[src/verilog/src_cfg_pkg.sv]
// streamer setup types; lengths are nonzero, strides are two's complement bytes
package src_cfg_pkg;

  localparam int unsigned ADDR_FIFO_DEPTH = 2; // request stage buffer
  localparam int unsigned OFS_DEPTH       = 8; // >= loads granted but unanswered

  typedef logic        [31:0] addr_t;   // byte address
  typedef logic        [15:0] len_t;    // beats per row or row count
  typedef logic signed [31:0] stride_t; // byte step, may go backwards

  // one transfer request from the controlling host
  typedef struct packed {
    logic    req_start;    // pulse while ready_start is high
    addr_t   base;         // first byte address
    len_t    inner_len;    // beats per row
    stride_t inner_stride; // step between beats of a row
    len_t    outer_cnt;    // number of rows
    stride_t outer_stride; // step between row starts
  } src_ctrl_t;

  typedef struct packed {
    logic ready_start; // idle, accepts a new start
    logic done;        // single cycle end of transfer
  } src_flags_t;

  typedef enum logic [1:0] {
    ST_IDLE,
    ST_WORKING, // generator still walking
    ST_DRAIN    // waiting for the last beats
  } src_state_e;

endpackage

[src/verilog/mem_if_pkg.sv]
// memory word is one stream word plus 32 bits so any byte offset 0..3 fits
package mem_if_pkg;

  localparam int unsigned STREAM_DW = 32;
  localparam int unsigned MEM_DW    = STREAM_DW + 32; // slack for misalignment

  typedef logic [STREAM_DW-1:0] stream_word_t;
  typedef logic [MEM_DW-1:0]    mem_word_t;    // little endian bytes
  typedef logic [1:0]           ofs_t;         // byte offset inside a stream word

  typedef struct packed {
    logic               req;  // held until gnt
    src_cfg_pkg::addr_t addr; // low two bits always zero
  } mem_req_t;

  typedef struct packed {
    logic      r_valid; // held by memory until r_ready
    mem_word_t r_data;
  } mem_rsp_t;

  typedef struct packed {
    logic         valid;
    stream_word_t data;
  } stream_beat_t;

endpackage

[src/verilog/src_addrgen.sv]
// config is sampled on the rising edge of run_i; zero lengths are not supported
`timescale 1ns/1ps

module src_addrgen (
  input  logic                  clk_i,
  input  logic                  rst_ni,
  input  logic                  clear_i,
  input  logic                  run_i,
  input  src_cfg_pkg::src_ctrl_t cfg_i,
  output src_cfg_pkg::addr_t    addr_o,
  output logic                  addr_valid_o,
  input  logic                  addr_ready_i,
  output logic                  done_o
);
  import src_cfg_pkg::*;

  src_ctrl_t cfg_q;       // sampled pattern
  addr_t     addr_q;      // address on offer
  addr_t     row_q;       // start of current row
  len_t      inner_cnt_q; // beat index in the row
  len_t      outer_cnt_q; // row index
  logic      run_q;       // for rise detection
  logic      active_q;
  logic      done_q;
  logic      start;
  logic      hs;
  logic      inner_last;
  logic      outer_last;

  assign start      = run_i & ~run_q;
  assign hs         = active_q & addr_ready_i;
  assign inner_last = inner_cnt_q == cfg_q.inner_len - len_t'(1);
  assign outer_last = outer_cnt_q == cfg_q.outer_cnt - len_t'(1);

  always_ff @(posedge clk_i or negedge rst_ni) begin
    if (!rst_ni) begin
      run_q       <= 1'b0;
      active_q    <= 1'b0;
      done_q      <= 1'b0;
      inner_cnt_q <= '0;
      outer_cnt_q <= '0;
    end else if (clear_i) begin
      run_q       <= 1'b0;
      active_q    <= 1'b0;
      done_q      <= 1'b0;
      inner_cnt_q <= '0;
      outer_cnt_q <= '0;
    end else begin
      run_q <= run_i;
      if (start) begin
        active_q    <= 1'b1; // first address next cycle
        inner_cnt_q <= '0;
        outer_cnt_q <= '0;
      end else if (hs) begin
        if (inner_last) begin
          inner_cnt_q <= '0;
          outer_cnt_q <= outer_cnt_q + len_t'(1);
          if (outer_last) begin
            active_q <= 1'b0;
            done_q   <= 1'b1; // held until cleared by controller
          end
        end else begin
          inner_cnt_q <= inner_cnt_q + len_t'(1);
        end
      end
    end
  end

  // address path
  always_ff @(posedge clk_i) begin
    if (start) begin
      cfg_q  <= cfg_i;
      addr_q <= cfg_i.base;
      row_q  <= cfg_i.base;
    end else if (hs) begin
      if (inner_last) begin
        row_q  <= row_q + addr_t'(cfg_q.outer_stride); // wraps like two's complement
        addr_q <= row_q + addr_t'(cfg_q.outer_stride);
      end else begin
        addr_q <= addr_q + addr_t'(cfg_q.inner_stride);
      end
    end
  end

  assign addr_o       = addr_q;
  assign addr_valid_o = active_q;
  assign done_o       = done_q;

endmodule

[src/verilog/src_ctrl.sv]
// transfer length is latched at start; done fires once the last beat has left
`timescale 1ns/1ps

module src_ctrl (
  input  logic                    clk_i,
  input  logic                    rst_ni,
  input  logic                    clear_i,
  input  logic                    req_start_i,
  input  src_cfg_pkg::len_t       inner_len_i,
  input  src_cfg_pkg::len_t       outer_cnt_i,
  input  logic                    gen_done_i,
  input  logic                    fifo_empty_i,
  input  logic                    beat_fire_i,
  output logic                    run_o,
  output logic                    gen_clear_o,
  output src_cfg_pkg::src_flags_t flags_o
);
  import src_cfg_pkg::*;

  typedef logic [2*$bits(len_t)-1:0] beat_cnt_t;

  src_state_e state_q;
  src_state_e state_d;
  beat_cnt_t  total_q;  // beats expected
  beat_cnt_t  beat_cnt_q;
  logic       done;

  always_comb begin
    state_d = state_q;
    done    = 1'b0;
    unique case (state_q)
      ST_IDLE:    if (req_start_i) state_d = ST_WORKING;
      ST_WORKING: if (gen_done_i) state_d = ST_DRAIN; // all addresses handed over
      ST_DRAIN: begin
        if (fifo_empty_i && beat_cnt_q == total_q) begin
          done    = 1'b1;
          state_d = ST_IDLE;
        end
      end
      default:    state_d = ST_IDLE;
    endcase
  end

  always_ff @(posedge clk_i or negedge rst_ni) begin
    if (!rst_ni) begin
      state_q    <= ST_IDLE;
      beat_cnt_q <= '0;
    end else if (clear_i) begin
      state_q    <= ST_IDLE;
      beat_cnt_q <= '0;
    end else begin
      state_q <= state_d;
      if (done)             beat_cnt_q <= '0;
      else if (beat_fire_i) beat_cnt_q <= beat_cnt_q + beat_cnt_t'(1);
    end
  end

  always_ff @(posedge clk_i) begin
    if (state_q == ST_IDLE && req_start_i) begin
      total_q <= inner_len_i * outer_cnt_i; // full width product
    end
  end

  assign run_o               = state_q != ST_IDLE;
  assign gen_clear_o         = clear_i | done; // rearm generator
  assign flags_o.ready_start = state_q == ST_IDLE;
  assign flags_o.done        = done;

endmodule

[src/verilog/src_realign.sv]
// responses must come in grant order; offset FIFO overflow is not checked
`timescale 1ns/1ps

module src_realign (
  input  logic                     clk_i,
  input  logic                     rst_ni,
  input  logic                     clear_i,
  input  mem_if_pkg::ofs_t         ofs_i,
  input  logic                     ofs_valid_i,
  input  mem_if_pkg::mem_rsp_t     mem_rsp_i,
  output logic                     mem_r_ready_o,
  output mem_if_pkg::stream_beat_t out_o,
  input  logic                     out_ready_i,
  output logic                     beat_fire_o
);
  import src_cfg_pkg::*;
  import mem_if_pkg::*;

  typedef logic [$clog2(OFS_DEPTH)-1:0] ofs_ptr_t;

  ofs_t         ofs_mem_q [OFS_DEPTH]; // offsets of granted loads
  ofs_ptr_t     wr_ptr_q;
  ofs_ptr_t     rd_ptr_q;
  ofs_t         ofs_head;
  stream_word_t shifted;
  stream_word_t hold_data_q;
  logic         hold_valid_q;
  logic         rsp_take;
  logic         out_valid;

  function automatic ofs_ptr_t ptr_inc(ofs_ptr_t p);
    return (p == ofs_ptr_t'(OFS_DEPTH - 1)) ? '0 : p + 1'b1;
  endfunction

  assign ofs_head = ofs_mem_q[rd_ptr_q];
  assign rsp_take = mem_rsp_i.r_valid & ~hold_valid_q; // response leaves memory
  assign shifted  = mem_rsp_i.r_data[{ofs_head, 3'b000} +: STREAM_DW]; // byte shift

  always_ff @(posedge clk_i or negedge rst_ni) begin
    if (!rst_ni) begin
      wr_ptr_q <= '0;
      rd_ptr_q <= '0;
    end else if (clear_i) begin
      wr_ptr_q <= '0;
      rd_ptr_q <= '0;
    end else begin
      if (ofs_valid_i) wr_ptr_q <= ptr_inc(wr_ptr_q);
      if (rsp_take)    rd_ptr_q <= ptr_inc(rd_ptr_q); // pair consumed
    end
  end

  always_ff @(posedge clk_i) begin
    if (ofs_valid_i) begin
      ofs_mem_q[wr_ptr_q] <= ofs_i;
    end
  end

  // holding register for a beat the sink refused
  always_ff @(posedge clk_i or negedge rst_ni) begin
    if (!rst_ni) begin
      hold_valid_q <= 1'b0;
    end else if (clear_i) begin
      hold_valid_q <= 1'b0;
    end else if (hold_valid_q) begin
      hold_valid_q <= ~out_ready_i; // drains when taken
    end else begin
      hold_valid_q <= rsp_take & ~out_ready_i;
    end
  end

  always_ff @(posedge clk_i) begin
    if (rsp_take && !out_ready_i) begin
      hold_data_q <= shifted; // store already aligned
    end
  end

  assign out_valid     = hold_valid_q | mem_rsp_i.r_valid;
  assign out_o.valid   = out_valid;
  assign out_o.data    = hold_valid_q ? hold_data_q : shifted; // held beat first
  assign mem_r_ready_o = ~hold_valid_q; // memory keeps its response meanwhile
  assign beat_fire_o   = out_valid & out_ready_i;

endmodule

[src/verilog/src_req_issue.sv]
// the memory must bound outstanding loads to OFS_DEPTH; request waits only on gnt
`timescale 1ns/1ps

module src_req_issue (
  input  logic                  clk_i,
  input  logic                  rst_ni,
  input  logic                  clear_i,
  input  src_cfg_pkg::addr_t    addr_i,
  input  logic                  addr_valid_i,
  output logic                  addr_ready_o,
  output mem_if_pkg::mem_req_t  mem_req_o,
  input  logic                  mem_gnt_i,
  output mem_if_pkg::ofs_t      ofs_o,
  output logic                  ofs_valid_o,
  output logic                  fifo_empty_o
);
  import src_cfg_pkg::*;
  import mem_if_pkg::*;

  typedef logic [$clog2(ADDR_FIFO_DEPTH+1)-1:0] cnt_t;

  addr_t fifo_q [ADDR_FIFO_DEPTH]; // entry 0 is the head
  cnt_t  cnt_q;
  cnt_t  wr_idx;
  logic  full;
  logic  empty;
  logic  req;
  logic  push;
  logic  pop;

  assign full   = cnt_q == cnt_t'(ADDR_FIFO_DEPTH);
  assign empty  = cnt_q == '0;
  assign req    = ~empty;           // head is always on the bus
  assign push   = addr_valid_i & ~full;
  assign pop    = req & mem_gnt_i;  // load accepted
  assign wr_idx = cnt_q - cnt_t'(pop); // slot after the shift

  always_ff @(posedge clk_i or negedge rst_ni) begin
    if (!rst_ni) begin
      cnt_q <= '0;
    end else if (clear_i) begin
      cnt_q <= '0;
    end else begin
      cnt_q <= cnt_q + cnt_t'(push) - cnt_t'(pop);
    end
  end

  // shift register storage
  always_ff @(posedge clk_i) begin
    if (pop) begin
      for (int i = 0; i < ADDR_FIFO_DEPTH - 1; i++) begin
        fifo_q[i] <= fifo_q[i+1];
      end
    end
    for (int i = 0; i < ADDR_FIFO_DEPTH; i++) begin
      if (push && wr_idx == cnt_t'(i)) begin
        fifo_q[i] <= addr_i; // overrides the shift
      end
    end
  end

  assign addr_ready_o   = ~full;
  assign mem_req_o.req  = req;
  assign mem_req_o.addr = {fifo_q[0][$bits(addr_t)-1:2], 2'b00}; // word aligned
  assign ofs_o          = fifo_q[0][1:0];
  assign ofs_valid_o    = pop; // one offset per granted load
  assign fifo_empty_o   = empty;

endmodule

[src/verilog/src_streamer.sv]
// source streamer top; memory answers in order and holds r_valid until r_ready
`timescale 1ns/1ps

module src_streamer (
  input  logic                     clk_i,
  input  logic                     rst_ni,
  input  logic                     clear_i,
  input  src_cfg_pkg::src_ctrl_t   ctrl_i,
  output src_cfg_pkg::src_flags_t  flags_o,
  output mem_if_pkg::mem_req_t     mem_req_o,
  input  logic                     mem_gnt_i,
  input  mem_if_pkg::mem_rsp_t     mem_rsp_i,
  output logic                     mem_r_ready_o,
  output mem_if_pkg::stream_beat_t out_o,
  input  logic                     out_ready_i
);
  import src_cfg_pkg::*;
  import mem_if_pkg::*;

  addr_t addr;        // generator to request stage
  logic  addr_valid;
  logic  addr_ready;
  logic  gen_done;
  logic  run;
  logic  gen_clear;
  ofs_t  ofs;         // request stage to realigner
  logic  ofs_valid;
  logic  fifo_empty;
  logic  beat_fire;

  src_addrgen addrgen_inst (
    .clk_i        ( clk_i      ),
    .rst_ni       ( rst_ni     ),
    .clear_i      ( gen_clear  ),
    .run_i        ( run        ),
    .cfg_i        ( ctrl_i     ),
    .addr_o       ( addr       ),
    .addr_valid_o ( addr_valid ),
    .addr_ready_i ( addr_ready ),
    .done_o       ( gen_done   )
  );

  src_req_issue req_issue_inst (
    .clk_i        ( clk_i      ),
    .rst_ni       ( rst_ni     ),
    .clear_i      ( clear_i    ),
    .addr_i       ( addr       ),
    .addr_valid_i ( addr_valid ),
    .addr_ready_o ( addr_ready ),
    .mem_req_o    ( mem_req_o  ),
    .mem_gnt_i    ( mem_gnt_i  ),
    .ofs_o        ( ofs        ),
    .ofs_valid_o  ( ofs_valid  ),
    .fifo_empty_o ( fifo_empty )
  );

  src_realign realign_inst (
    .clk_i         ( clk_i         ),
    .rst_ni        ( rst_ni        ),
    .clear_i       ( clear_i       ),
    .ofs_i         ( ofs           ),
    .ofs_valid_i   ( ofs_valid     ),
    .mem_rsp_i     ( mem_rsp_i     ),
    .mem_r_ready_o ( mem_r_ready_o ),
    .out_o         ( out_o         ),
    .out_ready_i   ( out_ready_i   ),
    .beat_fire_o   ( beat_fire     )
  );

  src_ctrl ctrl_inst (
    .clk_i        ( clk_i            ),
    .rst_ni       ( rst_ni           ),
    .clear_i      ( clear_i          ),
    .req_start_i  ( ctrl_i.req_start ),
    .inner_len_i  ( ctrl_i.inner_len ),
    .outer_cnt_i  ( ctrl_i.outer_cnt ),
    .gen_done_i   ( gen_done         ),
    .fifo_empty_i ( fifo_empty       ),
    .beat_fire_i  ( beat_fire        ),
    .run_o        ( run              ),
    .gen_clear_o  ( gen_clear        ),
    .flags_o      ( flags_o          )
  );

endmodule
[config.mk]
export PLATFORM = sky130hd
export DESIGN_NAME = src_streamer
export DESIGN_NICKNAME = d
export VERILOG_FILES = /design/src/verilog/src_cfg_pkg.sv /design/src/verilog/mem_if_pkg.sv /design/src/verilog/src_addrgen.sv /design/src/verilog/src_ctrl.sv /design/src/verilog/src_realign.sv /design/src/verilog/src_req_issue.sv /design/src/verilog/src_streamer.sv
export SDC_FILE = /design/constraint.sdc
export NUM_CORES = 1
export LEC_CHECK = 0
export BUFFER_PORTS_ARGS = -buffer_cell sky130_fd_sc_hd__buf_2
export CORE_MARGIN = 2
export CORE_UTILIZATION = 31
export CTS_BUF_LIST = sky130_fd_sc_hd__clkbuf_8
export DETAILED_ROUTE_END_ITERATION = 16
export PLACE_DENSITY = 0.55
export REMOVE_ABC_BUFFERS = 1
export SLEW_MARGIN = 20
export SYNTH_ARGS = -nofsm -noshare
export SYNTH_HDL_FRONTEND = slang
export SYNTH_SLANG_ARGS = --single-unit
[constraint.sdc]
create_clock -name clk_i -period 10.65 [get_ports clk_i]
set_clock_uncertainty 0.2 [all_clocks]
set_input_delay 1.5975 -clock clk_i [delete_from_list [all_inputs] [get_ports clk_i]]
set_output_delay 1.5975 -clock clk_i [all_outputs]
set_load 0.01 [all_outputs]
# Word level (Yosys, flattened, before mapping)
# Memory sizes are Yosys's and may differ from the RTL's.
# Cells that the tools add are included.
# op_classes
n_bitwise,14
shift,1
mux,55
eq_ne,13
reduce_logical,27
addsub,12
mul,1
# op_table
operator,count
two-way mux 32 bit,12
two-way mux 16 bit,8
adder 32 bit,2
indexed part select 64 x 6 -> 32 bit,1
"adder 16 x 1 -> 16 bit, second input constant",2
"adder 32 x 1 -> 32 bit, second input constant",1
equality test 16 bit,2
equality test 32 bit,1
multiplier 16 x 16 -> 32 bit,1
OR reduction 32 bit,1
"subtractor 16 x 1 -> 16 bit, second input constant",2
two-way mux 1 bit,23
two-way mux 3 bit,6
nonzero test 2 bit,8
nonzero test 3 bit,4
two-way mux 2 bit,5
"adder 3 x 1 -> 3 bit, second input constant",2
AND 1 bit,6
"equality test 3 bit, second input constant",2
zero test 2 bit,3
"inequality test 3 bit, second input constant",2
case mux 2 bit (3 select lines),1
AND reduction 3 bit,2
logical AND 1 bit,5
other kinds (11),21
# totals
ff_bits,302
elab_cells,144
ramBits,80
out_inout_bits,69
mem_count,2
in_bits,199
# memory_table
name,depth,word_bits,rd,rd_clocked_by_memory_dff,wr,line_no,rtl
req_issue_inst.fifo_q,2,32,2,0,1,src_req_issue.sv:22,addr_t fifo_q [ADDR_FIFO_DEPTH];
realign_inst.ofs_mem_q,8,2,1,0,1,src_realign.sv:21,ofs_t ofs_mem_q [OFS_DEPTH];

# Logic depth before layout (Yosys ltp)
# Gate-level depths: netlist of run 1.
# depth
depth_word,10
ltp_mapped,25
mapped_depth_nobuf,24

# Modules after synthesis
# From an unflattened synthesis of run 1, not the netlist that was laid out.
# hier_totals
cells_unflattened,2773
area_unflattened_um2,29343.1
# by_module_without_submodules
module,area_per_inst_um2,instances,seq_area_each_um2,cells_per_inst
src_addrgen,11554.8,1,5680.4,1119
src_ctrl,11504.8,1,1811.7,1230
src_realign,3388.2,1,1616.6,268
src_req_issue,2895.3,1,1971.9,156

# Worst setup path before layout of run 1
# OpenSTA, ideal clock, no wires.
# synth_timing
kind,input port to flip-flop
startpoint,input port ctrl_i[39] (netlist name)
endpoint,register ctrl_inst.total_q[29] (data pin)
required_time_ps,10192
cell_stages,25
setup_time_ps,258
slack_ps,2875
n_path_buf,1
arrival_ps,7317
path_cell_list,clkbuf_1 nand2_1 fa_1 inv_1 fa_1 inv_1 fa_1 inv_1 fa_1 fa_1 inv_1 fa_1 inv_1 ha_1 a21o_1 a21oi_1 o31ai_1 or4_1 o221a_2 nor2_1 o21ai_0 a21o_1 a22oi_1 nor2b_1 xnor2_1
# synth_via
elab_chain_len,1
# synth_rtl
item,line_no,rtl
"start, declared",src_streamer.sv:8,"input src_cfg_pkg::src_ctrl_t ctrl_i,"
multiplier 16 x 16 -> 32 bit,src_ctrl.sv:60,total_q <= inner_len_i * outer_cnt_i;
"end signal, assigned",src_ctrl.sv:60,
"end, declared",src_ctrl.sv:24,beat_cnt_t total_q;
# Every way passes these cells.
# A chain may end at the register's enable or synchronous reset.

# Worst setup path in the final report of run 1
# layout_timing
startpoint,input port ctrl_i[87] (netlist name)
endpoint,register ctrl_inst.total_q[29] (data pin)
# The elaborated chain is that of the path after synthesis.

==> results of run 1 <==
==> flip-flops by register name, summed over array words and instances, names as in the netlist, 2 cells and up <==
register / cells
req_issue_inst.fifo_q: 64
addrgen_inst.inner_cnt_q: 16
realign_inst.wr_ptr_q: 3
addrgen_inst.row_q: 32
realign_inst.ofs_mem_q: 16
realign_inst.rd_ptr_q: 3
addrgen_inst.outer_cnt_q: 16
ctrl_inst.total_q: 32
ctrl_inst.beat_cnt_q: 32
ctrl_inst.state_q: 2
req_issue_inst.cnt_q: 2
realign_inst.hold_data_q: 32
addrgen_inst.cfg_q: 96
addrgen_inst.addr_o: 32
==> stage by stage <==
step | power (mW) | worst slack (ps) | instance area, µm² | instances | util [%]
after floorplan | 5.555 | 3158 | 28080 | 2641 | -
after global placement | 6.702 | 2306 | 31030 | 4099 | 33.85
after detailed placement | 6.731 | 2293 | 31030 | 4099 | 33.85
after CTS | 8.095 | 3025 | 32270 | 4226 | 35.21
after global routing | 8.772 | 2572 | 32300 | 4229 | 35.24
final | 7.966 | 2940 | 32300 | 4230 | 35.24
==> path summary, 6_finish.rpt <==
kind                                    startpoint                      endpoint  slack [ps]  depth (start not counted)
max in group asynchronous                   rst_ni      realign_inst.rd_ptr_q[1]        8470                          2
setup / recovery                        ctrl_i[87]         ctrl_inst.total_q[29]        2940                         25
setup reg to reg            addrgen_inst.addr_o[0]       addrgen_inst.addr_o[30]        6240                         14
min in group asynchronous                   rst_ni   addrgen_inst.inner_cnt_q[7]         630                          1
hold reg to reg            addrgen_inst.addr_o[29]  req_issue_inst.fifo_q[0][61]         260                          0
hold / removal             addrgen_inst.addr_o[29]  req_issue_inst.fifo_q[0][61]         260                          0
==> logic make-up after synthesis <==
kind of cell / count (synthesis) / synth area share (%)
flops: 382 / 38.64
xor+xnor: 200 / 6.108
compound gates: 397 / 8.883
fa+ha+maj: 375 / 21.49
other cells: 1 / 0.01308
buf+inv: 383 / 5.519
simple gates: 919 / 15.40
mux: 104 / 3.949
==> per-layer routing <==
metal | part of all wire [%] | routed length [µm] | vias to the layer above | global-route usage, %
met5 | 0.022 | 16 | - | 0
met1 | 47 | 34450 | 10030 | 21.35
li1 | - | - | 9844 | -
met4 | 2.2 | 1583 | 2 | 4.889
met3 | 4.2 | 3052 | 95 | 2.075
met2 | 46 | 33760 | 453 | 25.28
==> worst max-delay path, stage by stage <==
cell and delay, ps:
buf_2 400, nand2_1 160, fa_1 560, inv_1 50, fa_1 500, inv_1 60
fa_1 530, inv_1 50, fa_1 450, fa_1 490, inv_1 50, fa_1 470
inv_1 40, ha_1 350, a21o_1 180, a21oi_1 150, o31ai_1 130, or4_1 420
o221a_2 250, nor2_1 150, o21ai_0 170, a21o_1 220, a22oi_1 220, nor2b_1 200
xnor2_1 80
==> cell usage after synthesis, drive strengths merged, types with 8 or more instances <==
cell type  number
nand2         385
edfxtp        304
inv           260
fa            196
ha            179
nor2          160
and2          133
a21oi         115
xnor2         108
o21ai          92
xor2           92
dfrtp          78
clkbuf         73
mux2i          67
a21o           51
buf            48
nand3          47
nor3           35
mux2           33
and3           28
nand4          25
nor2b          24
nand2b         22
a211oi         19
a31oi          19
o21a           19
nor4           16
o21bai         12
o211ai         11
or3            11
o31ai          10
or2             8
==> power groups by stage <==
| stage | clock, mW | sequential [mW] | combinational [mW] |
|---|---|---|---|
| finish | 1.30 | 2.21 | 4.46 |
| detailed placement | 0 | 2.24 | 4.49 |
| CTS | 1.36 | 2.21 | 4.53 |
| global placement | 0 | 2.23 | 4.47 |
| global route | 1.42 | 2.23 | 5.12 |
| floorplan | 0 | 2.21 | 3.34 |
==> cell type report <==
class | count | area (µm²) | area share [%]
clock buffer | 73 | 1005 | 3.110
sequential | 382 | 11080 | 34.30
tap | 1186 | 1484 | 4.594
multi-input combinational | 1997 | 16080 | 49.77
clock inverter | 54 | 239.0 | 0.7399
timing repair buffer | 273 | 1421 | 4.400
antenna | 3 | 7.507 | 0.02324
inverter | 262 | 988.4 | 3.060
==> flow_summary.json, run 1 <==
{
  "worstPathArrival_ps": 7920,
  "layout_commonest_cell": "nand2_1",
  "die_area_um2": 94960,
  "critPathKind": "in -> reg",
  "ctsResizeCount": 0,
  "slew_headroom_pct": 26.04,
  "coreArea_um2": 91660,
  "min_period_over_period_pct": 72.40,
  "synth.top_cell.area_share_pct": 31.83,
  "ios": 268,
  "clk_pin_slew_worst_paths_ps": 70,
  "grt_usage_pct": 15.52,
  "report.final.slew_viol_count": 0,
  "required_ps": 10860,
  "antenna_found_initial": 5,
  "wl_um": 72860,
  "ctsHoldBuffers": 0,
  "setup_tns_ps": 0,
  "power_switching_mw": 3.354,
  "synth-main-ff-cell": "edfxtp_1",
  "htree_levels": 3,
  "die_x_um": 308.2,
  "cts_tree": "yes",
  "finalNetCount": 3560,
  "cts-root-buf": "clkbuf_8",
  "status": "finished, final reports clean",
  "clkSinkCount": 382,
  "overflow": 0,
  "io_buffers": 257,
  "period_minus_slack_ps": 7710,
  "grt_pass1_vias": 20860,
  "power_frac_clock_pct": 16.3,
  "syn_to_final_growth_pct": 12.64,
  "combPwrFrac_pct": 56.0,
  "synth_cells": 2761,
  "synth_area_um2": 28680,
  "synthArstFlopShare_pct": 20.42,
  "yosysSeqAreaShare_pct": 38.64,
  "wl_per_cell_um": 17.22,
  "synth-edff-count": 304,
  "die-height_um": 308.2,
  "ys_ff_latch": 382,
  "fillers": 9329,
  "synth_area_leaders": "edfxtp_1, fa_1, ha_1",
  "maxCapViolations": 0,
  "drtAntennaViolNets": 0,
  "cts_buffers": 70,
  "gp_congestion": 0.8646,
  "peakVddDrop_uv": 234.6,
  "min_path_type": "reg -> reg",
  "crit_fanout": 17,
  "first_iter_violations": 1167,
  "power_density_nw_per_um2": 246.6,
  "clockBufferDepth": 3,
  "rsz0062_at_grt": "false",
  "swShare_pct": 42.11,
  "dpl.hpwl_um": 52800,
  "p_leak_nw": 14.12,
  "hold_viol": 0,
  "critPathLaunchType": "input pin",
  "tightest_slew_ps": 1081,
  "syn_area_per_cell_um2": 10.39,
  "post_cts.repair.setup_buffers": 0,
  "synth_cell_types": 88,
  "clk_latency_ps": 670,
  "drive_gt1_share_pct": 14.11,
  "end_kind": "flop",
  "num_vias": 20430,
  "pwr-share-seq_pct": 27.7,
  "fmax_mhz": 129.7,
  "setup_viol": 0,
  "rows": 111,
  "first_pass_iters": 5,
  "timing.hold.ws_ps": 261.8,
  "p_int_mw": 4.611,
  "grt_pass1_wl_um": 116100,
  "grt_max_degree": 62,
  "viasPerCell": 4.829,
  "initial_core_util_pct": 31.29,
  "layout_common_cells": "nand2_1, edfxtp_1, inv_1",
  "synth_top_cell_by_area": "edfxtp_1",
  "route.detailed.drc": 0,
  "yosys_warnings": 0
}
No activity file was read; power rests on OpenSTA's default activity.
==> run 2: changes to the inputs <==
ABC_AREA = 1   (was default)
clock period = 7.85 ns   (was 10.65 ns; I/O delays follow)
==> flow_summary.json, run 2 <==
{
  "min_period_over_period_pct": 81.29,
  "drive_gt1_share_pct": 10.84,
  "dpl.hpwl_um": 66760,
  "layout_common_cells": "nand2_1, inv_1, nor2_1",
  "ys_ff_latch": 382,
  "synth_compound_area_share_pct": 6.633,
  "power_density_nw_per_um2": 428.0,
  "yosys_warnings": 0,
  "fmax_mhz": 156.7,
  "cts_buffers": 74,
  "crit_fanout": 17,
  "clkSinkCount": 382,
  "die_x_um": 323.4,
  "htree_levels": 3,
  "use_met2_pct": 28.05,
  "syn_area_per_cell_um2": 8.010,
  "synth_cells": 3949,
  "num_vias": 25910,
  "first_iter_violations": 1503,
  "clk_latency_ps": 690,
  "slew_headroom_pct": 30.18,
  "layout_commonest_cell": "nand2_1",
  "finalNetCount": 4713,
  "die-height_um": 323.4,
  "place_area_um2": 34000,
  "setup_viol": 0,
  "viasPerCell": 4.652,
  "synth-xor-area-share_pct": 3.461,
  "cts-root-buf": "clkbuf_8",
  "synth-edff-count": 304,
  "timing.hold.ws_ps": 265.9,
  "reg_top3": "addrgen_inst.cfg_q (96), req_issue_inst.fifo_q (64)",
  "synth.area.mux_share_pct": 1.262,
  "synth_area_um2": 31630,
  "post_cts.repair.setup_buffers": 0,
  "fillers": 10780,
  "status": "finished, final reports clean",
  "cts_tree": "yes",
  "end_kind": "flop",
  "p_leak_nw": 17.25,
  "ctsHoldBuffers": 0,
  "io_buffers": 257,
  "gp_congestion": 0.9244,
  "synth-main-ff-cell": "edfxtp_1",
  "die_area_um2": 104600,
  "synth_cell_types": 49,
  "rows": 117,
  "wl_per_cell_um": 15.90,
  "maxCapViolations": 0,
  "largest_reg_flops": 96,
  "rsz0062_at_grt": "false",
  "required_ps": 8070,
  "synth_adder_area_share_pct": 19.48,
  "route.detailed.drc": 0,
  "yosysSeqAreaShare_pct": 35.03,
  "yosysMostFrequentCell": "nand2_1",
  "stdcell_area_um2": 35520,
  "final_cells": 5569,
  "peakVddDrop_uv": 328.4,
  "synth.top_cell.area_share_pct": 28.86,
  "critPathKind": "in -> reg",
  "synth_top_cell_by_area": "edfxtp_1",
  "top_register": "addrgen_inst.cfg_q",
  "synth_area_leaders": "edfxtp_1, nand2_1, fa_1",
  "coreArea_um2": 101400,
  "drtAntennaViolNets": 0,
  "overflow": 0,
  "synth-simple-area-share_pct": 23.62,
  "dp.cells": 5431,
  "grt_usage_pct": 16.84,
  "ctsResizeCount": 0,
  "cp_cell_sequence": "buf_2 -> nand2_1 -> fa_1 -> inv_1 -> fa_1 -> inv_1 -> fa_1 -> inv_1 -> fa_1 -> fa_1 -> inv_1 -> fa_1 -> inv_1 -> ha_1 -> nand2_1 -> inv_1 -> nand2_1 -> nor2_1 -> nand4_1 -> nand3_1 -> a21o_1 -> nand2_1 -> nand3_1 -> nand2_1",
  "pre_cts_ws_ps": 810.6,
  "synthArstFlopShare_pct": 20.42,
  "worst_path_max_delay_cell": "fa_1",
  "grt_max_degree": 157,
  "min_path_type": "in -> async",
  "grt_busiest_layer": "met2",
  "grt_util_met1_pct": 22.53,
  "period_minus_slack_ps": 6381,
  "worstPathArrival_ps": 6600,
  "grt_pass1_vias": 25570,
  "met3_usage_pct": 2.166,
  "first_pass_iters": 6,
  "critPathLaunchType": "input pin",
  "wl_um": 88570,
  "report.final.slew_viol_count": 0,
  "tightest_slew_ps": 1044,
  "setup_slack_ps": 1469,
  "cpPeakStageDelay_ps": 550,
  "multi_input_area_um2": 17260,
  "initial_core_util_pct": 31.18,
  "ios": 268,
  "synth_top_family_by_area": "simple AND/OR/NAND/NOR gates",
  "fin_util_pct": 35.01,
  "clockBufferDepth": 3,
  "hold_viol": 0,
  "antenna_found_initial": 4,
  "syn_to_final_growth_pct": 12.28,
  "ys_top_cells_by_count": "nand2_1, inv_1, nor2_1",
  "clk_pin_slew_worst_paths_ps": 60,
  "grt_pass1_wl_um": 138600,
  "ff_latch_area_um2": 11080
}
==> run 2: cell types whose count changed in the layout (fill, tap and decap cells not counted), moves of 28 or more <==
cell / change
mux2i_1: -60
and2_1: -128
inv_1: +388
nor3_1: +28
a21o_1: -40
nor2_1: +151
xnor2_1: -66
nand3_1: +138
o21ai_0: +88
nand2_1: +760
==> run 2: area by class of cell <==
type | count | share of cell area (%)
multi-input combinational | 2737 | 48.60
sequential | 382 | 31.20
inverter | 671 | 7.091
tap | 1368 | 4.819
timing repair buffer | 273 | 4.002
clock buffer | 77 | 2.984
clock inverter | 59 | 1.289
antenna | 2 | 0.01409
==> run 2: final timing paths <==
path / from / to / slack (ps) / depth (start not counted)
worst max-delay path: ctrl_i[87] / ctrl_inst.total_q[28] / 1470 / 24
worst min-delay path: rst_ni / ctrl_inst.beat_cnt_q[31] / 270 / 1
worst max register to register: addrgen_inst.cfg_q[80] / addrgen_inst.row_q[3] / 3930 / 13
worst min register to register: addrgen_inst.addr_o[16] / req_issue_inst.fifo_q[0][48] / 280 / 0
max in group asynchronous: rst_ni / realign_inst.wr_ptr_q[0] / 6060 / 2
min in group clk_i: addrgen_inst.addr_o[16] / req_issue_inst.fifo_q[0][48] / 280 / 0
==> run 2: power by group <==
group,switching (mW),leakage [nW],internal (mW)
registers,0.354,3.97,3.45
logic,6.02,12.5,3.29
clock network,0.958,0.831,1.13
total,7.33,17.3,7.87
==> run 2: worst max-delay path, delay by kind of cell <==
kind	cells	cell delay, ps
fa+ha+maj	7	3400
compound gates	1	170
buf+inv	7	770
simple gates	9	1070
==> run 2: cells by family (layout without fill, tap and decap cells) <==
group,after synthesis,count (layout)
adders and majority gates,375,375
other,1,4
buffers and inverters,831,1080
AOI/OAI and AO/OA,386,386
muxes,36,36
xor gates and xnor gates,125,125
and+or+nand+nor,1813,1813
DFF,382,382
==> run 2: stage by stage <==
stage	TNS, ps	power (mW)
floorplan	-258790	10.49
global placement	0	13.17
global route	0	16.79
CTS	0	15.39
finish	0	15.20
detailed placement	0	13.19
==> run 2: layer usage <==
metal / part of all wire [%] / vias up
li1: - / 12870
met1: 46 / 12280
met2: 46 / 621
met3: 5.0 / 139
met4: 2.9 / 2
met5: 0.015 / -
==> run 3: changes to the inputs <==
ABC_AREA = 0   (was 1)
clock period = 6.3 ns   (was 7.85 ns; I/O delays follow)
==> flow_summary.json, run 3 (synthesis results as in run 1) <==
{
  "viasPerCell": 4.731,
  "wl_um": 73590,
  "multi_input_area_um2": 16260,
  "rows": 111,
  "worstPathArrival_ps": 6440,
  "reg_top3": "addrgen_inst.cfg_q (96), req_issue_inst.fifo_q (64)",
  "largest_reg_flops": 96,
  "wl_per_cell_um": 16.77,
  "layout_commonest_cell": "nand2_1",
  "first_pass_iters": 5,
  "setup_viol": 0,
  "finalNetCount": 3720,
  "place_area_um2": 32210,
  "num_vias": 20760,
  "crit_path_frequent_cell": "fa_1",
  "grt_pass1_vias": 21340,
  "fin_util_pct": 36.90,
  "die-height_um": 308.2,
  "cts-root-buf": "clkbuf_8",
  "pre_cts_ws_ps": -955.1,
  "cpPeakStageDelay_ps": 550,
  "ff_latch_area_um2": 11080,
  "min_path_type": "in -> reg",
  "crit_start": "ctrl_i[36]",
  "p_leak_nw": 14.98,
  "die_area_um2": 94960,
  "status": "finished, final reports clean",
  "dpl.hpwl_um": 56240,
  "top_register": "addrgen_inst.cfg_q",
  "cts_buffers": 73,
  "setup_slack_ps": 36.05,
  "power_density_nw_per_um2": 470.9,
  "dp.cells": 4254,
  "htree_levels": 3,
  "antenna_found_initial": 4,
  "slew_headroom_pct": 31.34,
  "critPathLaunchType": "input pin",
  "tightest_slew_ps": 1030,
  "fillers": 9223,
  "grt_usage_pct": 15.49,
  "layout_common_cells": "nand2_1, edfxtp_1, inv_1",
  "stdcell_area_um2": 33820,
  "first_iter_violations": 1273,
  "final_cells": 4387,
  "syn_to_final_growth_pct": 17.95,
  "timing.hold.ws_ps": 250.2,
  "grt_pass1_wl_um": 116500,
  "io_buffers": 257,
  "gp_congestion": 0.8476,
  "end_kind": "flop",
  "peakVddDrop_uv": 555.1,
  "overflow": 0,
  "clkSinkCount": 382,
  "critPathKind": "in -> reg",
  "r2r-end": "addrgen_inst.addr_o[30]",
  "hold_viol": 0,
  "r2r-start": "addrgen_inst.addr_o[0]",
  "cp_cell_sequence": "buf_8 -> and2_4 -> fa_1 -> inv_2 -> fa_1 -> fa_1 -> inv_2 -> fa_1 -> fa_1 -> inv_1 -> fa_1 -> inv_2 -> ha_4 -> a21o_1 -> a21oi_2 -> o31ai_2 -> or4_4 -> o221a_4 -> nor2_4 -> o21ai_2 -> a21o_1 -> a22oi_2 -> nor2b_4 -> xnor2_1",
  "die_x_um": 308.2,
  "setup_tns_ps": 0,
  "clockBufferDepth": 3,
  "coreArea_um2": 91660,
  "maxCapViolations": 0,
  "initial_core_util_pct": 31.29,
  "endpoint": "ctrl_inst.total_q[29]",
  "rsz0062_at_grt": "true",
  "min_period_over_period_pct": 99.43,
  "drtAntennaViolNets": 0,
  "fin_total_pwr_mw": 15.93,
  "drive_gt1_share_pct": 20.13,
  "cts_tree": "yes",
  "route.detailed.drc": 0,
  "fmax_mhz": 159.6,
  "clk_pin_slew_worst_paths_ps": 60,
  "clk_latency_ps": 690,
  "r2r_cells": 14,
  "required_ps": 6480,
  "report.final.slew_viol_count": 0,
  "grt_max_degree": 75,
  "ios": 268,
  "worst_path_max_delay_cell": "fa_1",
  "r2r_slack_ps": 1980,
  "period_minus_slack_ps": 6264,
  "crit_fanout": 6
}
run 3: worst min path at each step:
stage                       startpoint                      endpoint  slack, ps  cells after the start
2_1_floorplan     ctrl_inst.state_q[1]          ctrl_inst.state_q[0]        250                      1
5_1_grt                     ctrl_i[63]        addrgen_inst.cfg_q[63]        210                      1
6_report                     ctrl_i[6]         addrgen_inst.cfg_q[6]        250                      1
4_1_cts                     ctrl_i[57]        addrgen_inst.cfg_q[57]        180                      1
3_3_place_gp    addrgen_inst.addr_o[1]  req_issue_inst.fifo_q[0][33]        270                      0
3_5_place_dp   addrgen_inst.addr_o[24]  req_issue_inst.fifo_q[0][56]        270                      0
run 3: power breakdown:
group          total [mW]  switching, mW  internal (mW)  leakage, nW
sequential           3.73          0.198           3.53         3.94
combinational        9.89           5.03           4.86         10.3
clock                2.31           1.15           1.16        0.767
total                15.9           6.37           9.55         15.0
run 3: layout make-up:
class	instances	share of cell area (%)
clock buffer	75	3.052
timing repair buffer	430	7.938
multi-input combinational	1997	48.07
tap	1186	4.387
antenna	1	0.007398
sequential	382	32.76
inverter	262	2.922
clock inverter	54	0.8619
run 3: metal layers:
layer	track usage, %	part of all wire, %
met1	20.79	46
met2	26.20	48
met3	2.137	4.4
met4	4.039	1.9
met5	0	0.019
run 3: worst max-delay path, delay by kind of cell:
| kind | cells | cell delay, ps |
|---|---|---|
| adder cells (fa/ha/maj) | 7 | 3210 |
| AO/OA/AOI/OAI | 7 | 1100 |
| AND/OR/NAND/NOR | 4 | 810 |
| buffers and inverters | 5 | 290 |
| XOR/XNOR | 1 | 70 |
run 3: repair_timing:
item                                    4_1_cts  5_1_grt
endpoints found under the setup margin        7        9
gates resized for setup                      42       32
endpoints found under the hold margin        13        0
hold buffers                                  1        0
pin swaps                                    20       18
setup buffers                                 3        0
